## config.mk

```make
export PLATFORM = sky130hd
export DESIGN_NAME = fpuTop
export DESIGN_NICKNAME = d
export VERILOG_FILES = /design/src/hw/fpuPkg.sv /design/src/hw/fpCompare.sv /design/src/hw/fpRegFile.sv /design/src/hw/fpSignMove.sv /design/src/hw/fpWriteback.sv /design/src/hw/fpuCtrl.sv /design/src/hw/fpuTop.sv
export SDC_FILE = /design/constraint.sdc
export NUM_CORES = 2
export LEC_CHECK = 0
export BUFFER_PORTS_ARGS = -buffer_cell sky130_fd_sc_hd__buf_2
export CAP_MARGIN = 10
export CORE_ASPECT_RATIO = 0.6
export CORE_UTILIZATION = 33
export DETAILED_ROUTE_END_ITERATION = 16
export PLACE_DENSITY = 0.52
export REMOVE_ABC_BUFFERS = 1
export SETUP_SLACK_MARGIN = 0.3
export SYNTH_ARGS = -nofsm -noshare
export SYNTH_HDL_FRONTEND = slang
export SYNTH_HIERARCHICAL = 1
export SYNTH_SLANG_ARGS = --single-unit
```

## constraint.sdc

```tcl
create_clock -name clk -period 1.9 [get_ports clk]
set_input_delay 0.095 -clock clk [delete_from_list [all_inputs] [get_ports clk]]
set_output_delay 0.095 -clock clk [all_outputs]
set_load 0.02 [all_outputs]
```

## src/hw/fpuPkg.sv

```systemverilog
package fpuPkg;

  // ******************************
  // widths
  // ******************************

  // register word, always 64 bits here
  localparam int dataW = 64;
  // index into the 32-entry fp register file
  localparam int regAddrW = 5;
  // fflags are NV DZ OF UF NX, msb first
  localparam int flagW = 5;
  localparam int flagNv = 4;

  // ******************************
  // instruction encodings
  // ******************************

  // OP-FP major opcode
  localparam logic [6:0] opFp = 7'b1010011;

  // funct7, lsb is the fmt bit (1 = double)
  localparam logic [6:0] funct7SgnjS = 7'b0010000;
  localparam logic [6:0] funct7SgnjD = 7'b0010001;
  localparam logic [6:0] funct7CmpS = 7'b1010000;
  localparam logic [6:0] funct7CmpD = 7'b1010001;
  // FMV.D.X, needs rs2 = 0 and funct3 = 0
  localparam logic [6:0] funct7MvDX = 7'b1111001;

  // sign injection flavours
  localparam logic [2:0] funct3Sgnj = 3'b000;
  localparam logic [2:0] funct3Sgnjn = 3'b001;
  localparam logic [2:0] funct3Sgnjx = 3'b010;
  // compare flavours
  localparam logic [2:0] funct3Feq = 3'b010;
  localparam logic [2:0] funct3Flt = 3'b001;
  localparam logic [2:0] funct3Fle = 3'b000;

  // writeback result select
  localparam logic [1:0] resNone = 2'd0;
  localparam logic [1:0] resSgn = 2'd1;
  localparam logic [1:0] resCmp = 2'd2;
  localparam logic [1:0] resMove = 2'd3;

  // one register word, read as a double or as a boxed single
  typedef union packed {
    struct packed {
      logic        sign;
      logic [10:0] exp;
      logic [51:0] frac;
    } d;
    struct packed {
      logic [31:0] box;
      logic        sign;
      logic [7:0]  exp;
      logic [22:0] frac;
    } s;
  } fpWord_u;

endpackage

```

## src/hw/fpCompare.sv

```systemverilog
`timescale 1ns/1ns

module fpCompare (
  input  logic             clk,
  input  logic             arstN,
  input  fpuPkg::fpWord_u  rs1E,
  input  fpuPkg::fpWord_u  rs2E,
  input  logic             fmtE,
  input  logic [2:0]       opE,
  output logic             cmpResultM,
  output logic             cmpInvalidM
);
  import fpuPkg::*;

  logic       aNanE, bNanE, aSnanE, bSnanE;
  logic       aZeroE, bZeroE, signAE, signBE;
  logic       magLtE, magEqE;
  logic       aNanM, bNanM, aSnanM, bSnanM;
  logic       aZeroM, bZeroM, signAM, signBM;
  logic       magLtM, magEqM;
  logic [2:0] opM;
  logic       anyNan, anySnan, bothZero;
  logic       eqM, ltM;

  // ******************************
  // execute: classify and order
  // ******************************
  always_comb begin
    if (fmtE) begin
      aNanE  = (&rs1E.d.exp) && (|rs1E.d.frac);
      bNanE  = (&rs2E.d.exp) && (|rs2E.d.frac);
      // quiet bit is the fraction msb
      aSnanE = aNanE && !rs1E.d.frac[51];
      bSnanE = bNanE && !rs2E.d.frac[51];
      aZeroE = (rs1E.d.exp == '0) && (rs1E.d.frac == '0);
      bZeroE = (rs2E.d.exp == '0) && (rs2E.d.frac == '0);
      signAE = rs1E.d.sign;
      signBE = rs2E.d.sign;
      // exponent:fraction orders like an unsigned magnitude
      magLtE = {rs1E.d.exp, rs1E.d.frac} < {rs2E.d.exp, rs2E.d.frac};
      magEqE = {rs1E.d.exp, rs1E.d.frac} == {rs2E.d.exp, rs2E.d.frac};
    end else begin
      // single view, box bits ignored
      aNanE  = (&rs1E.s.exp) && (|rs1E.s.frac);
      bNanE  = (&rs2E.s.exp) && (|rs2E.s.frac);
      aSnanE = aNanE && !rs1E.s.frac[22];
      bSnanE = bNanE && !rs2E.s.frac[22];
      aZeroE = (rs1E.s.exp == '0) && (rs1E.s.frac == '0);
      bZeroE = (rs2E.s.exp == '0) && (rs2E.s.frac == '0);
      signAE = rs1E.s.sign;
      signBE = rs2E.s.sign;
      magLtE = {rs1E.s.exp, rs1E.s.frac} < {rs2E.s.exp, rs2E.s.frac};
      magEqE = {rs1E.s.exp, rs1E.s.frac} == {rs2E.s.exp, rs2E.s.frac};
    end
  end

  // E/M register
  always_ff @(posedge clk or negedge arstN) begin
    if (!arstN) begin
      {aNanM, bNanM, aSnanM, bSnanM} <= '0;
      {aZeroM, bZeroM, signAM, signBM} <= '0;
      {magLtM, magEqM} <= '0;
      opM <= '0;
    end else begin
      {aNanM, bNanM, aSnanM, bSnanM} <= {aNanE, bNanE, aSnanE, bSnanE};
      {aZeroM, bZeroM, signAM, signBM} <= {aZeroE, bZeroE, signAE, signBE};
      {magLtM, magEqM} <= {magLtE, magEqE};
      opM <= opE;
    end
  end

  // ******************************
  // memory: resolve
  // ******************************
  always_comb begin
    anyNan   = aNanM | bNanM;
    anySnan  = aSnanM | bSnanM;
    // +0 and -0 compare equal
    bothZero = aZeroM & bZeroM;
    eqM = bothZero | ((signAM == signBM) && magEqM);
    if (bothZero) begin
      ltM = 1'b0;
    end else if (signAM != signBM) begin
      // negative one is smaller
      ltM = signAM;
    end else if (!signAM) begin
      ltM = magLtM;
    end else begin
      // both negative, larger magnitude is smaller
      ltM = ~magLtM & ~magEqM;
    end
    cmpResultM  = 1'b0;
    cmpInvalidM = 1'b0;
    case (opM)
      // feq is quiet, only snan raises NV
      funct3Feq: begin
        cmpResultM  = ~anyNan & eqM;
        cmpInvalidM = anySnan;
      end
      // flt/fle are signaling on any nan
      funct3Flt: begin
        cmpResultM  = ~anyNan & ltM;
        cmpInvalidM = anyNan;
      end
      funct3Fle: begin
        cmpResultM  = ~anyNan & (ltM | eqM);
        cmpInvalidM = anyNan;
      end
      default: begin
        cmpResultM  = 1'b0;
        cmpInvalidM = 1'b0;
      end
    endcase
  end

endmodule

```

## src/hw/fpRegFile.sv

```systemverilog
`timescale 1ns/1ns

module fpRegFile (
  input  logic                          clk,
  input  logic                          arstN,
  input  logic [fpuPkg::regAddrW-1:0]   rs1D,
  input  logic [fpuPkg::regAddrW-1:0]   rs2D,
  input  logic [fpuPkg::dataW-1:0]      srcA,
  input  logic                          writeEn,
  input  logic [fpuPkg::regAddrW-1:0]   writeAddr,
  input  logic [fpuPkg::dataW-1:0]      writeData,
  output fpuPkg::fpWord_u               rs1E,
  output fpuPkg::fpWord_u               rs2E,
  output logic [fpuPkg::dataW-1:0]      srcAE
);
  import fpuPkg::*;

  // 32 fp registers, f0 is an ordinary register
  fpWord_u regs [2**regAddrW];

  always_ff @(posedge clk or negedge arstN) begin
    if (!arstN) begin
      for (int i = 0; i < 2**regAddrW; i++) begin
        regs[i] <= '0;
      end
    end else if (writeEn) begin
      regs[writeAddr] <= writeData;
    end
  end

  // operand read registered into execute
  // same-cycle write wins so a reader three behind sees fresh data
  always_ff @(posedge clk or negedge arstN) begin
    if (!arstN) begin
      rs1E  <= '0;
      rs2E  <= '0;
      srcAE <= '0;
    end else begin
      rs1E  <= (writeEn && (writeAddr == rs1D)) ? writeData : regs[rs1D];
      rs2E  <= (writeEn && (writeAddr == rs2D)) ? writeData : regs[rs2D];
      // integer operand for fmv rides along with the fp reads
      srcAE <= srcA;
    end
  end

endmodule

```

## src/hw/fpSignMove.sv

```systemverilog
`timescale 1ns/1ns

module fpSignMove (
  input  logic                      clk,
  input  logic                      arstN,
  input  fpuPkg::fpWord_u           rs1E,
  input  fpuPkg::fpWord_u           rs2E,
  input  logic [fpuPkg::dataW-1:0]  srcAE,
  input  logic                      fmtE,
  input  logic [2:0]                opE,
  input  logic                      moveE,
  output logic [fpuPkg::dataW-1:0]  sgnResultM
);
  import fpuPkg::*;

  logic    signA;
  logic    signB;
  logic    signNew;
  fpWord_u resultE;

  always_comb begin
    // sign bit sits at 63 for double, 31 for single
    signA = fmtE ? rs1E.d.sign : rs1E.s.sign;
    signB = fmtE ? rs2E.d.sign : rs2E.s.sign;
    case (opE)
      funct3Sgnj:  signNew = signB;
      funct3Sgnjn: signNew = ~signB;
      funct3Sgnjx: signNew = signA ^ signB;
      default:     signNew = signA;
    endcase
    // magnitude always comes from rs1
    resultE = rs1E;
    if (moveE) begin
      // fmv.d.x, raw integer bits
      resultE = srcAE;
    end else if (fmtE) begin
      resultE.d.sign = signNew;
    end else begin
      // single results get nan-boxed
      resultE.s.box  = '1;
      resultE.s.sign = signNew;
    end
  end

  // E/M register
  always_ff @(posedge clk or negedge arstN) begin
    if (!arstN) begin
      sgnResultM <= '0;
    end else begin
      sgnResultM <= resultE;
    end
  end

endmodule

```

## src/hw/fpWriteback.sv

```systemverilog
`timescale 1ns/1ns

module fpWriteback (
  input  logic                      clk,
  input  logic                      arstN,
  input  logic [1:0]                resultSelM,
  input  logic [fpuPkg::dataW-1:0]  sgnResultM,
  input  logic                      cmpResultM,
  input  logic                      cmpInvalidM,
  output logic [fpuPkg::dataW-1:0]  fpuResult,
  output logic [fpuPkg::flagW-1:0]  setFflags
);
  import fpuPkg::*;

  logic [dataW-1:0] resultM;
  logic [flagW-1:0] flagsM;

  // result and flag mux in memory
  always_comb begin
    resultM = '0;
    flagsM  = '0;
    case (resultSelM)
      // sign injection and move share the sgn unit output, no flags
      resSgn, resMove: begin
        resultM = sgnResultM;
      end
      // compare: 0/1 zero-extended, NV only
      resCmp: begin
        resultM = {{(dataW-1){1'b0}}, cmpResultM};
        flagsM[flagNv] = cmpInvalidM;
      end
      // bubble
      default: begin
        resultM = '0;
        flagsM  = '0;
      end
    endcase
  end

  // M/W register
  always_ff @(posedge clk or negedge arstN) begin
    if (!arstN) begin
      fpuResult <= '0;
      setFflags <= '0;
    end else begin
      fpuResult <= resultM;
      setFflags <= flagsM;
    end
  end

endmodule

```

## src/hw/fpuCtrl.sv

```systemverilog
`timescale 1ns/1ns

module fpuCtrl (
  input  logic                          clk,
  input  logic                          arstN,
  input  logic [31:0]                   instrD,
  output logic                          fInvalInstrD,
  output logic [fpuPkg::regAddrW-1:0]   rs1D,
  output logic [fpuPkg::regAddrW-1:0]   rs2D,
  output logic                          fmtE,
  output logic [2:0]                    opE,
  output logic                          sgnEnE,
  output logic                          cmpEnE,
  output logic                          moveE,
  output logic [1:0]                    resultSelM,
  output logic                          regWriteM,
  output logic [fpuPkg::regAddrW-1:0]   rdM,
  output logic                          regWriteW,
  output logic [fpuPkg::regAddrW-1:0]   rdW
);
  import fpuPkg::*;

  logic [6:0]          opcodeD;
  logic [6:0]          funct7D;
  logic [2:0]          funct3D;
  logic [regAddrW-1:0] rdD;
  logic                isOpFpD;
  logic                sgnOkD;
  logic                cmpOkD;
  logic                moveOkD;
  logic                sgnEnD;
  logic                cmpEnD;
  logic                moveD;
  logic [regAddrW-1:0] rdE;
  logic [1:0]          resultSelE;
  logic                regWriteE;

  // ******************************
  // decode
  // ******************************

  // R-type fields
  assign opcodeD = instrD[6:0];
  assign rdD     = instrD[11:7];
  assign funct3D = instrD[14:12];
  assign rs1D    = instrD[19:15];
  assign rs2D    = instrD[24:20];
  assign funct7D = instrD[31:25];
  assign isOpFpD = (opcodeD == opFp);

  always_comb begin
    sgnOkD = ((funct7D == funct7SgnjS) || (funct7D == funct7SgnjD)) &&
             ((funct3D == funct3Sgnj) || (funct3D == funct3Sgnjn) ||
              (funct3D == funct3Sgnjx));
    cmpOkD = ((funct7D == funct7CmpS) || (funct7D == funct7CmpD)) &&
             ((funct3D == funct3Feq) || (funct3D == funct3Flt) ||
              (funct3D == funct3Fle));
    // fmv.d.x only with rs2 and funct3 both zero
    moveOkD = (funct7D == funct7MvDX) && (rs2D == '0) && (funct3D == 3'b000);
    // unsupported OP-FP words flag here and go down the pipe as bubbles
    fInvalInstrD = isOpFpD & ~(sgnOkD | cmpOkD | moveOkD);
    sgnEnD = isOpFpD & sgnOkD;
    cmpEnD = isOpFpD & cmpOkD;
    moveD  = isOpFpD & moveOkD;
  end

  // ******************************
  // D/E register
  // ******************************
  always_ff @(posedge clk or negedge arstN) begin
    if (!arstN) begin
      fmtE   <= 1'b0;
      opE    <= '0;
      sgnEnE <= 1'b0;
      cmpEnE <= 1'b0;
      moveE  <= 1'b0;
      rdE    <= '0;
    end else begin
      // fmt is the low bit of funct7
      fmtE   <= funct7D[0];
      opE    <= funct3D;
      sgnEnE <= sgnEnD;
      cmpEnE <= cmpEnD;
      moveE  <= moveD;
      rdE    <= rdD;
    end
  end

  // compare writes the integer side, so no fp register write
  always_comb begin
    if (cmpEnE) begin
      resultSelE = resCmp;
    end else if (sgnEnE) begin
      resultSelE = resSgn;
    end else if (moveE) begin
      resultSelE = resMove;
    end else begin
      resultSelE = resNone;
    end
    regWriteE = sgnEnE | moveE;
  end

  // ******************************
  // E/M and M/W registers
  // ******************************
  always_ff @(posedge clk or negedge arstN) begin
    if (!arstN) begin
      resultSelM <= resNone;
      regWriteM  <= 1'b0;
      rdM        <= '0;
      regWriteW  <= 1'b0;
      rdW        <= '0;
    end else begin
      resultSelM <= resultSelE;
      regWriteM  <= regWriteE;
      rdM        <= rdE;
      regWriteW  <= regWriteM;
      rdW        <= rdM;
    end
  end

endmodule

```

## src/hw/fpuTop.sv

```systemverilog
`timescale 1ns/1ns

module fpuTop (
  input  logic                      clk,
  input  logic                      arstN,
  input  logic [31:0]               instrD,
  input  logic [fpuPkg::dataW-1:0]  srcA,
  output logic                      fInvalInstrD,
  output logic [fpuPkg::dataW-1:0]  fpuResult,
  output logic [fpuPkg::flagW-1:0]  setFflags
);
  import fpuPkg::*;

  // decode stage
  logic [regAddrW-1:0] rs1D, rs2D;
  // execute stage
  fpWord_u             rs1E, rs2E;
  logic [dataW-1:0]    srcAE;
  logic                fmtE;
  logic [2:0]          opE;
  logic                moveE;
  // memory stage
  logic [1:0]          resultSelM;
  logic [dataW-1:0]    sgnResultM;
  logic                cmpResultM;
  logic                cmpInvalidM;
  // writeback stage
  logic                regWriteW;
  logic [regAddrW-1:0] rdW;

  // ******************************
  // control
  // ******************************
  // enables and memory-stage write controls only matter inside the control pipe
  fpuCtrl u_ctrl (
    .clk(clk), .arstN(arstN), .instrD(instrD), .fInvalInstrD(fInvalInstrD),
    .rs1D(rs1D), .rs2D(rs2D), .fmtE(fmtE), .opE(opE),
    .sgnEnE(), .cmpEnE(), .moveE(moveE),
    .resultSelM(resultSelM), .regWriteM(), .rdM(),
    .regWriteW(regWriteW), .rdW(rdW)
  );

  // writeback result goes straight back into the register file
  fpRegFile u_regFile (
    .clk(clk), .arstN(arstN), .rs1D(rs1D), .rs2D(rs2D), .srcA(srcA),
    .writeEn(regWriteW), .writeAddr(rdW), .writeData(fpuResult),
    .rs1E(rs1E), .rs2E(rs2E), .srcAE(srcAE)
  );

  fpSignMove u_signMove (
    .clk(clk), .arstN(arstN), .rs1E(rs1E), .rs2E(rs2E), .srcAE(srcAE),
    .fmtE(fmtE), .opE(opE), .moveE(moveE), .sgnResultM(sgnResultM)
  );

  fpCompare u_compare (
    .clk(clk), .arstN(arstN), .rs1E(rs1E), .rs2E(rs2E), .fmtE(fmtE),
    .opE(opE), .cmpResultM(cmpResultM), .cmpInvalidM(cmpInvalidM)
  );

  fpWriteback u_writeback (
    .clk(clk), .arstN(arstN), .resultSelM(resultSelM), .sgnResultM(sgnResultM),
    .cmpResultM(cmpResultM), .cmpInvalidM(cmpInvalidM),
    .fpuResult(fpuResult), .setFflags(setFflags)
  );

endmodule

```

# --- Yosys cells after proc, flatten, opt, wreduce, memory -nomap -nowiden ---
# Cells that the tools add are included.
word_totals:
  out_inout_bits: 70
  regBits: 2408
  wordCells: 200
classes:
  eq_ne: 21
  n_bitwise: 25
  order_cmp: 6
  n_reduce_logical: 52
  muxes: 36
ops:
  columns: ["operator", "n"]
  rows:
  - ["$bwmux 2048", 1]
  - ["$bmux 64 s5", 2]
  - ["$mux 64", 7]
  - ["$demux 64 s5", 1]
  - ["$pmux 64 s2", 1]
  - ["$logic_not 52->1", 2]
  - ["$reduce_or 52->1", 2]
  - ["$eq 63x63->1", 1]
  - ["$lt 63x63->1", 1]
  - ["$logic_not 23->1", 2]
  - ["$reduce_or 23->1", 2]
  - ["$mux 33", 1]
  - ["$mux 32", 1]
  - ["$eq 31x31->1", 1]
  - ["$lt 31x31->1", 1]
  - ["$mux 31", 1]
  - ["$eq 7x7->1 const B", 4]
  - ["$logic_not 11->1", 2]
  - ["$reduce_and 11->1", 2]
  - ["$logic_and 1x1->1", 20]
  - ["$ge 6x6->1 const B", 3]
  - ["$not 5->6", 3]
  - ["$logic_not 8->1", 2]
  - ["$reduce_and 8->1", 2]
  - ["other kinds (22)", 75]

# --- Longest topological paths before layout ---
logic_depth:
  depth_word: 9
  ltp_mapped: 11

# --- Modules after synthesis ---
# Netlist, hierarchy kept.
by_module_without_submodules:
  columns: ["mod", "area_each_um2", "instances", "cells_per_inst"]
  rows:
  - ["fpRegFile", 113508.9, 1, 7337]
  - ["fpCompare", 2461.1, 1, 323]
  - ["fpSignMove", 2409.8, 1, 157]
  - ["fpWriteback", 2142.1, 1, 144]
  - ["fpuCtrl", 874.6, 1, 55]

# --- Least setup slack after synthesis ---
# OpenSTA, ideal clock, no wires.
synth_path:
  kind: "register to register"
  from: "register u_ctrl/rdW[0] (netlist name)"
  to: "register u_regFile/regs[245] (netlist name)"
  period_less_slack_ns: 2.018
  required_time_ns: 1.775
  t_arrival_ns: 1.894
  path_slack_ns: -0.118
  setup_time_ns: 0.125
  path_stages_with_launch: 7
  n_path_buf: 3
  cell_sequence: "dfrtp_1 buf_2 or3b_1 clkbuf_1 nor2_2 buf_2 mux2_2"
synth_between:
  elab_chain_cells: 6
  word_cells_on_any_way: 7
  classes_between: "order compare: 2; mux: 3; bitwise: 1; reduce/logical: 1"
synth_lines:
  columns: ["element", "line", "text"]
  rows:
  - ["start, declared", "fpuCtrl.sv:19", "output logic [fpuPkg::regAddrW-1:0] rdW"]
  - ["start signal, assigned", "fpuCtrl.sv:118", "rdW <= rdM;"]
  - ["$not 5->6 (implied by the code) *", "fpRegFile.sv:27", "regs[writeAddr] <= writeData;"]
  - ["$ge 6x6->1 (implied by the code) / $lt 6x1->1 (equally long branches)", "fpRegFile.sv:27", null]
  - ["$logic_and 1x1->1 (implied by the code)", "fpRegFile.sv:27", null]
  - ["$mux 64 (implied by the code)", "fpRegFile.sv:27", null]
  - ["$demux 64 s5 *", "fpRegFile.sv:27", null]
  - ["$bwmux 2048 *", "fpRegFile.sv:27", null]
  - ["end signal, assigned by index", "fpRegFile.sv:27", null]
  - ["end, declared", "fpRegFile.sv:19", "fpWord_u regs [2**regAddrW];"]
# Mark *: on every way between the ends. The rest lies on a longest branch, timed or not.
# A chain may end at the register's enable or synchronous reset.

# --- Worst setup path after layout ---
layout_path:
  from: "register u_ctrl/rdW[0] (netlist name)"
  to: "register u_regFile/regs[1229] (netlist name)"
# Same word-level chain as after synthesis.

==> results.md <==
* Status: complete, but fails checks
* Violations in the final reports: negative setup slack
* Critical Path End: u_regFile/regs[1229]
* Total wire length at 527600 um
* Ratio of cells with drive above 1 in the final layout at 0.5475
* Number of distinct standard cells referenced by the synthesized netlist at 76
* Startpoint-to-endpoint class of the critical path: flop to flop
* Slew HR at 0.4898
* Post-detailed-placement half-perimeter wirelength at 357700 um
* Maximum buffer depth of the clock tree at 4
* Unrepaired setup endpoints after global routing: true
* Instance area at placement at 140100 um^2
* Count of standard-cell rows at 172
* Post-route antenna net violation count at 0
* Most frequent cell after synthesis: dfrtp_1
* Post-synthesis instance area at 121400 um^2
* Number of port buffers at 163
* Leakage power at 71.87 nW
* Min-delay worst type: input pin to async pin
* Library cell occupying the most area in the post-synthesis netlist: dfrtp_1
* Startpoint types: flop
* Number of clock buffers inserted by TritonCTS at 235
* Fin. Hold Viols at 0
* Reg2reg start: u_ctrl/rdW[0]
* Core area at 366100 um^2
* Clock latency reported for the late side of the worst-skew pair at 950 ps
* Number of sinks handled by clock tree synthesis at 2408
* Largest voltage drop on the vdd net at 0.8154 mV
* Highest-delay cell along the critical path: dfrtp_2
* Wire length of the first global-routing pass at 716800 um
* Portion of the clock cycle consumed by the worst path in the final layout at 1.173
* Achievable clock frequency at 448.9 MHz
* Crit. Startpoint: u_ctrl/rdW[0]
* Area used by multi-input combinational logic at 58900 um^2
* Grt total ovfl at 0
* Worst Path Buf+Inv at 2
* Critical path fanouts, max at 9
* Seq/Total Area, Yosys at 0.4964
* Stage delay of the slowest cell on the critical path at 490 ps
* Crit path capture type: flop
* Root Buffer Master: clkbuf_16
* Number of inserted filler cells in the final layout at 32650
* Post-detailed-route via-to-cell ratio at 6.095
* Flip-flop cell with the highest count after synthesis: dfrtp_1
* Number of flops mapped to enable cells by yosys at 0
* Number of remaining DRC errors at 0
* Ratio of total power to cell area at 726.6 nW/um^2
* CP Cell Sequence: or3b_4, nor2_4, buf_12, clkbuf_16, mux2_4
* Count of warnings emitted by yosys at 6
* GP Congestion at 0.9307
* Cell count after synthesis at 8016
* DIE AREA at 370400 um^2
* Share of the synthesized area in the top cell type at 0.4964
* Family with the most delay on the worst path: simple AND/OR/NAND/NOR gates
* Top cells by area in the synthesized netlist: dfrtp_1 50%, mux4_2 19%, mux2_2 17%, mux2_1 2.8%, clkbuf_1 1.3%
* Number of nets in the final layout at 9413
* Total non-filler cell area in the finished layout at 155900 um^2
* Data arrival time at the worst-slack endpoint at 3010 ps
* Routed length per instance at 36.84 um
* Final Critical Period at 2228 ps
* Number of H-tree levels at 4
* Setup-violating endpoint count in the final report at 2015
* Max-cap violation count at 0
* Antenna violations before repair at 38
* X dimension of the die at 785.0 um
* Async set or reset register ratio after synthesis at 1.000
* Clk pin slew, worst setup/hold paths at 70 ps
* Detailed-routing iteration count for the pre-antenna-repair pass at 8
* TritonCTS clock tree: built
* Vias in the first global route at 87020
* Slew at the pin closest to its max-slew limit at 765.4 ps
* Largest net degree at the start of global routing at 110
* Worst setup margin at -327.8 ps
* Hold WS at 45.43 ps
* Growth of design area from synthesis to finish at 28.44%
* Sequential cell area at 60330 um^2
* Layout Utilization at 0.4259
* Average instance area after synthesis at 15.14 um^2
* Number of cells traversed by the worst register-to-register path at 5
* Number of top-level pins at 168
* Drt initial violations at 10840
* Chip Height at 471.8 um
* Max Slew Vio Count at 0
* Flops & latches, synth at 2408
* Total number of cells along the worst setup path at 5
* Total number of vias at 87280
* Worst-case register-to-register setup slack at -330 ps
* Worst flop-to-flop path endpoint: u_regFile/regs[1229]
* Most frequent cells after synthesis: 2408 x dfrtp_1, 1810 x mux2_2, 1003 x mux4_2, 423 x clkbuf_1, 299 x mux2_1
* Data required, critical path at 2680 ps
* Initial core utilization at 0.3316
* Setup skew after layout at 60.03 ps
* Total routing usage reported by global routing at 0.2732
## cell type report
class,count,share of cell area
Multi-Input combinational cell,4717,0.3778
Clock inverter,97,0.008522
Tap cell,4872,0.03910
Sequential cell,2408,0.3869
Timing Repair Buffer,1814,0.1420
Inverter,76,0.001846
Antenna cell,9,0.0001444
Clock buffer,327,0.04373
## per-layer routing
| metal | track usage | part of all wire |
|---|---|---|
| met5 | 0 | 0.00015 |
| met4 | 0.07903 | 0.035 |
| met3 | 0.08860 | 0.13 |
| met2 | 0.3753 | 0.41 |
| met1 | 0.4081 | 0.43 |
## kinds of logic after synthesis
kind of cell             share of synthesized area
other                                   0.00003089
flip-flops                                  0.4964
XOR/XNOR                                 0.0007937
buffers and inverters                      0.03591
AO/OA/AOI/OAI                              0.04600
AND/OR/NAND/NOR                            0.02689
multiplexers                                0.3875
adder cells (fa/ha/maj)                   0.006493
## worst reg2reg max path, stage by stage, from the launching register on
cell and delay [ps]:
dfrtp_2 490, or3b_4 480, nor2_4 220, buf_12 260, clkbuf_16 330, mux2_4 320
## registers in the layout (all words and copies together), names as in the netlist, 3 cells and up
| register | cells |
|---|---|
| u_regFile/regs | 2048 |
| u_regFile/rs1E | 64 |
| u_regFile/rs2E | 64 |
| u_regFile/srcAE | 64 |
| u_signMove/sgnResultM | 64 |
| u_writeback/fpuResult | 64 |
| u_ctrl/rdE | 5 |
| u_ctrl/rdM | 5 |
| u_ctrl/rdW | 5 |
| u_compare/opM | 3 |
| u_ctrl/opE | 3 |
## report_power, final
group	internal, W	switching [W]
Sequential	0.0517	0.000574
Combinational	0.00382	0.00595
Clock	0.0291	0.0222
## through the flow
stage	setup WS [ps]	setup TNS [ps]	total power [W]	cells
global placement	-768.3	-464720	0.06229	13520
global route	-324.7	-301370	0.1163	14310
detailed placement	-765.4	-512800	0.06232	13520
finish	-327.8	-277650	0.1133	14320
floorplan	-2131	-2422830	0.05496	7201
CTS	-257.6	-165030	0.1136	14230
## what timing repair did
action | 4_1_cts | 5_1_grt
endpoints found under the setup margin | 2278 | 2279
gates cloned | 31 | 33
pin swaps | 26 | 33
setup buffers | 90 | 52
endpoints found under the hold margin | 2494 | 0
hold buffers | 163 | 0
gates resized for setup | 357 | 374
## cells in the final DEF, fill, tap and decap left out, types with 162 or more instances in the layout
cell type / n
clkbuf_16: 269
o22ai_1: 216
dlygate4sd3_1: 162
mux4_2: 1003
buf_12: 473
mux2_2: 1633
buf_4: 834
dfrtp_1: 2373
mux2_1: 219
mux2_4: 257
## worst min-delay path by stage
stage / slack (ps) / startpoint / to / cells past startpoint
floorplan: -200 / arstN / u_compare/aNanM / 0
global placement: 200 / srcA[54] / u_regFile/srcAE[54] / 1
detailed placement: 200 / srcA[17] / u_regFile/srcAE[17] / 1
CTS: -10 / instrD[26] / u_ctrl/moveE / 5
global route: 40 / instrD[26] / u_ctrl/moveE / 5
finish: 50 / arstN / u_regFile/regs[1092] / 3
(Power assumes the default switching activity.)
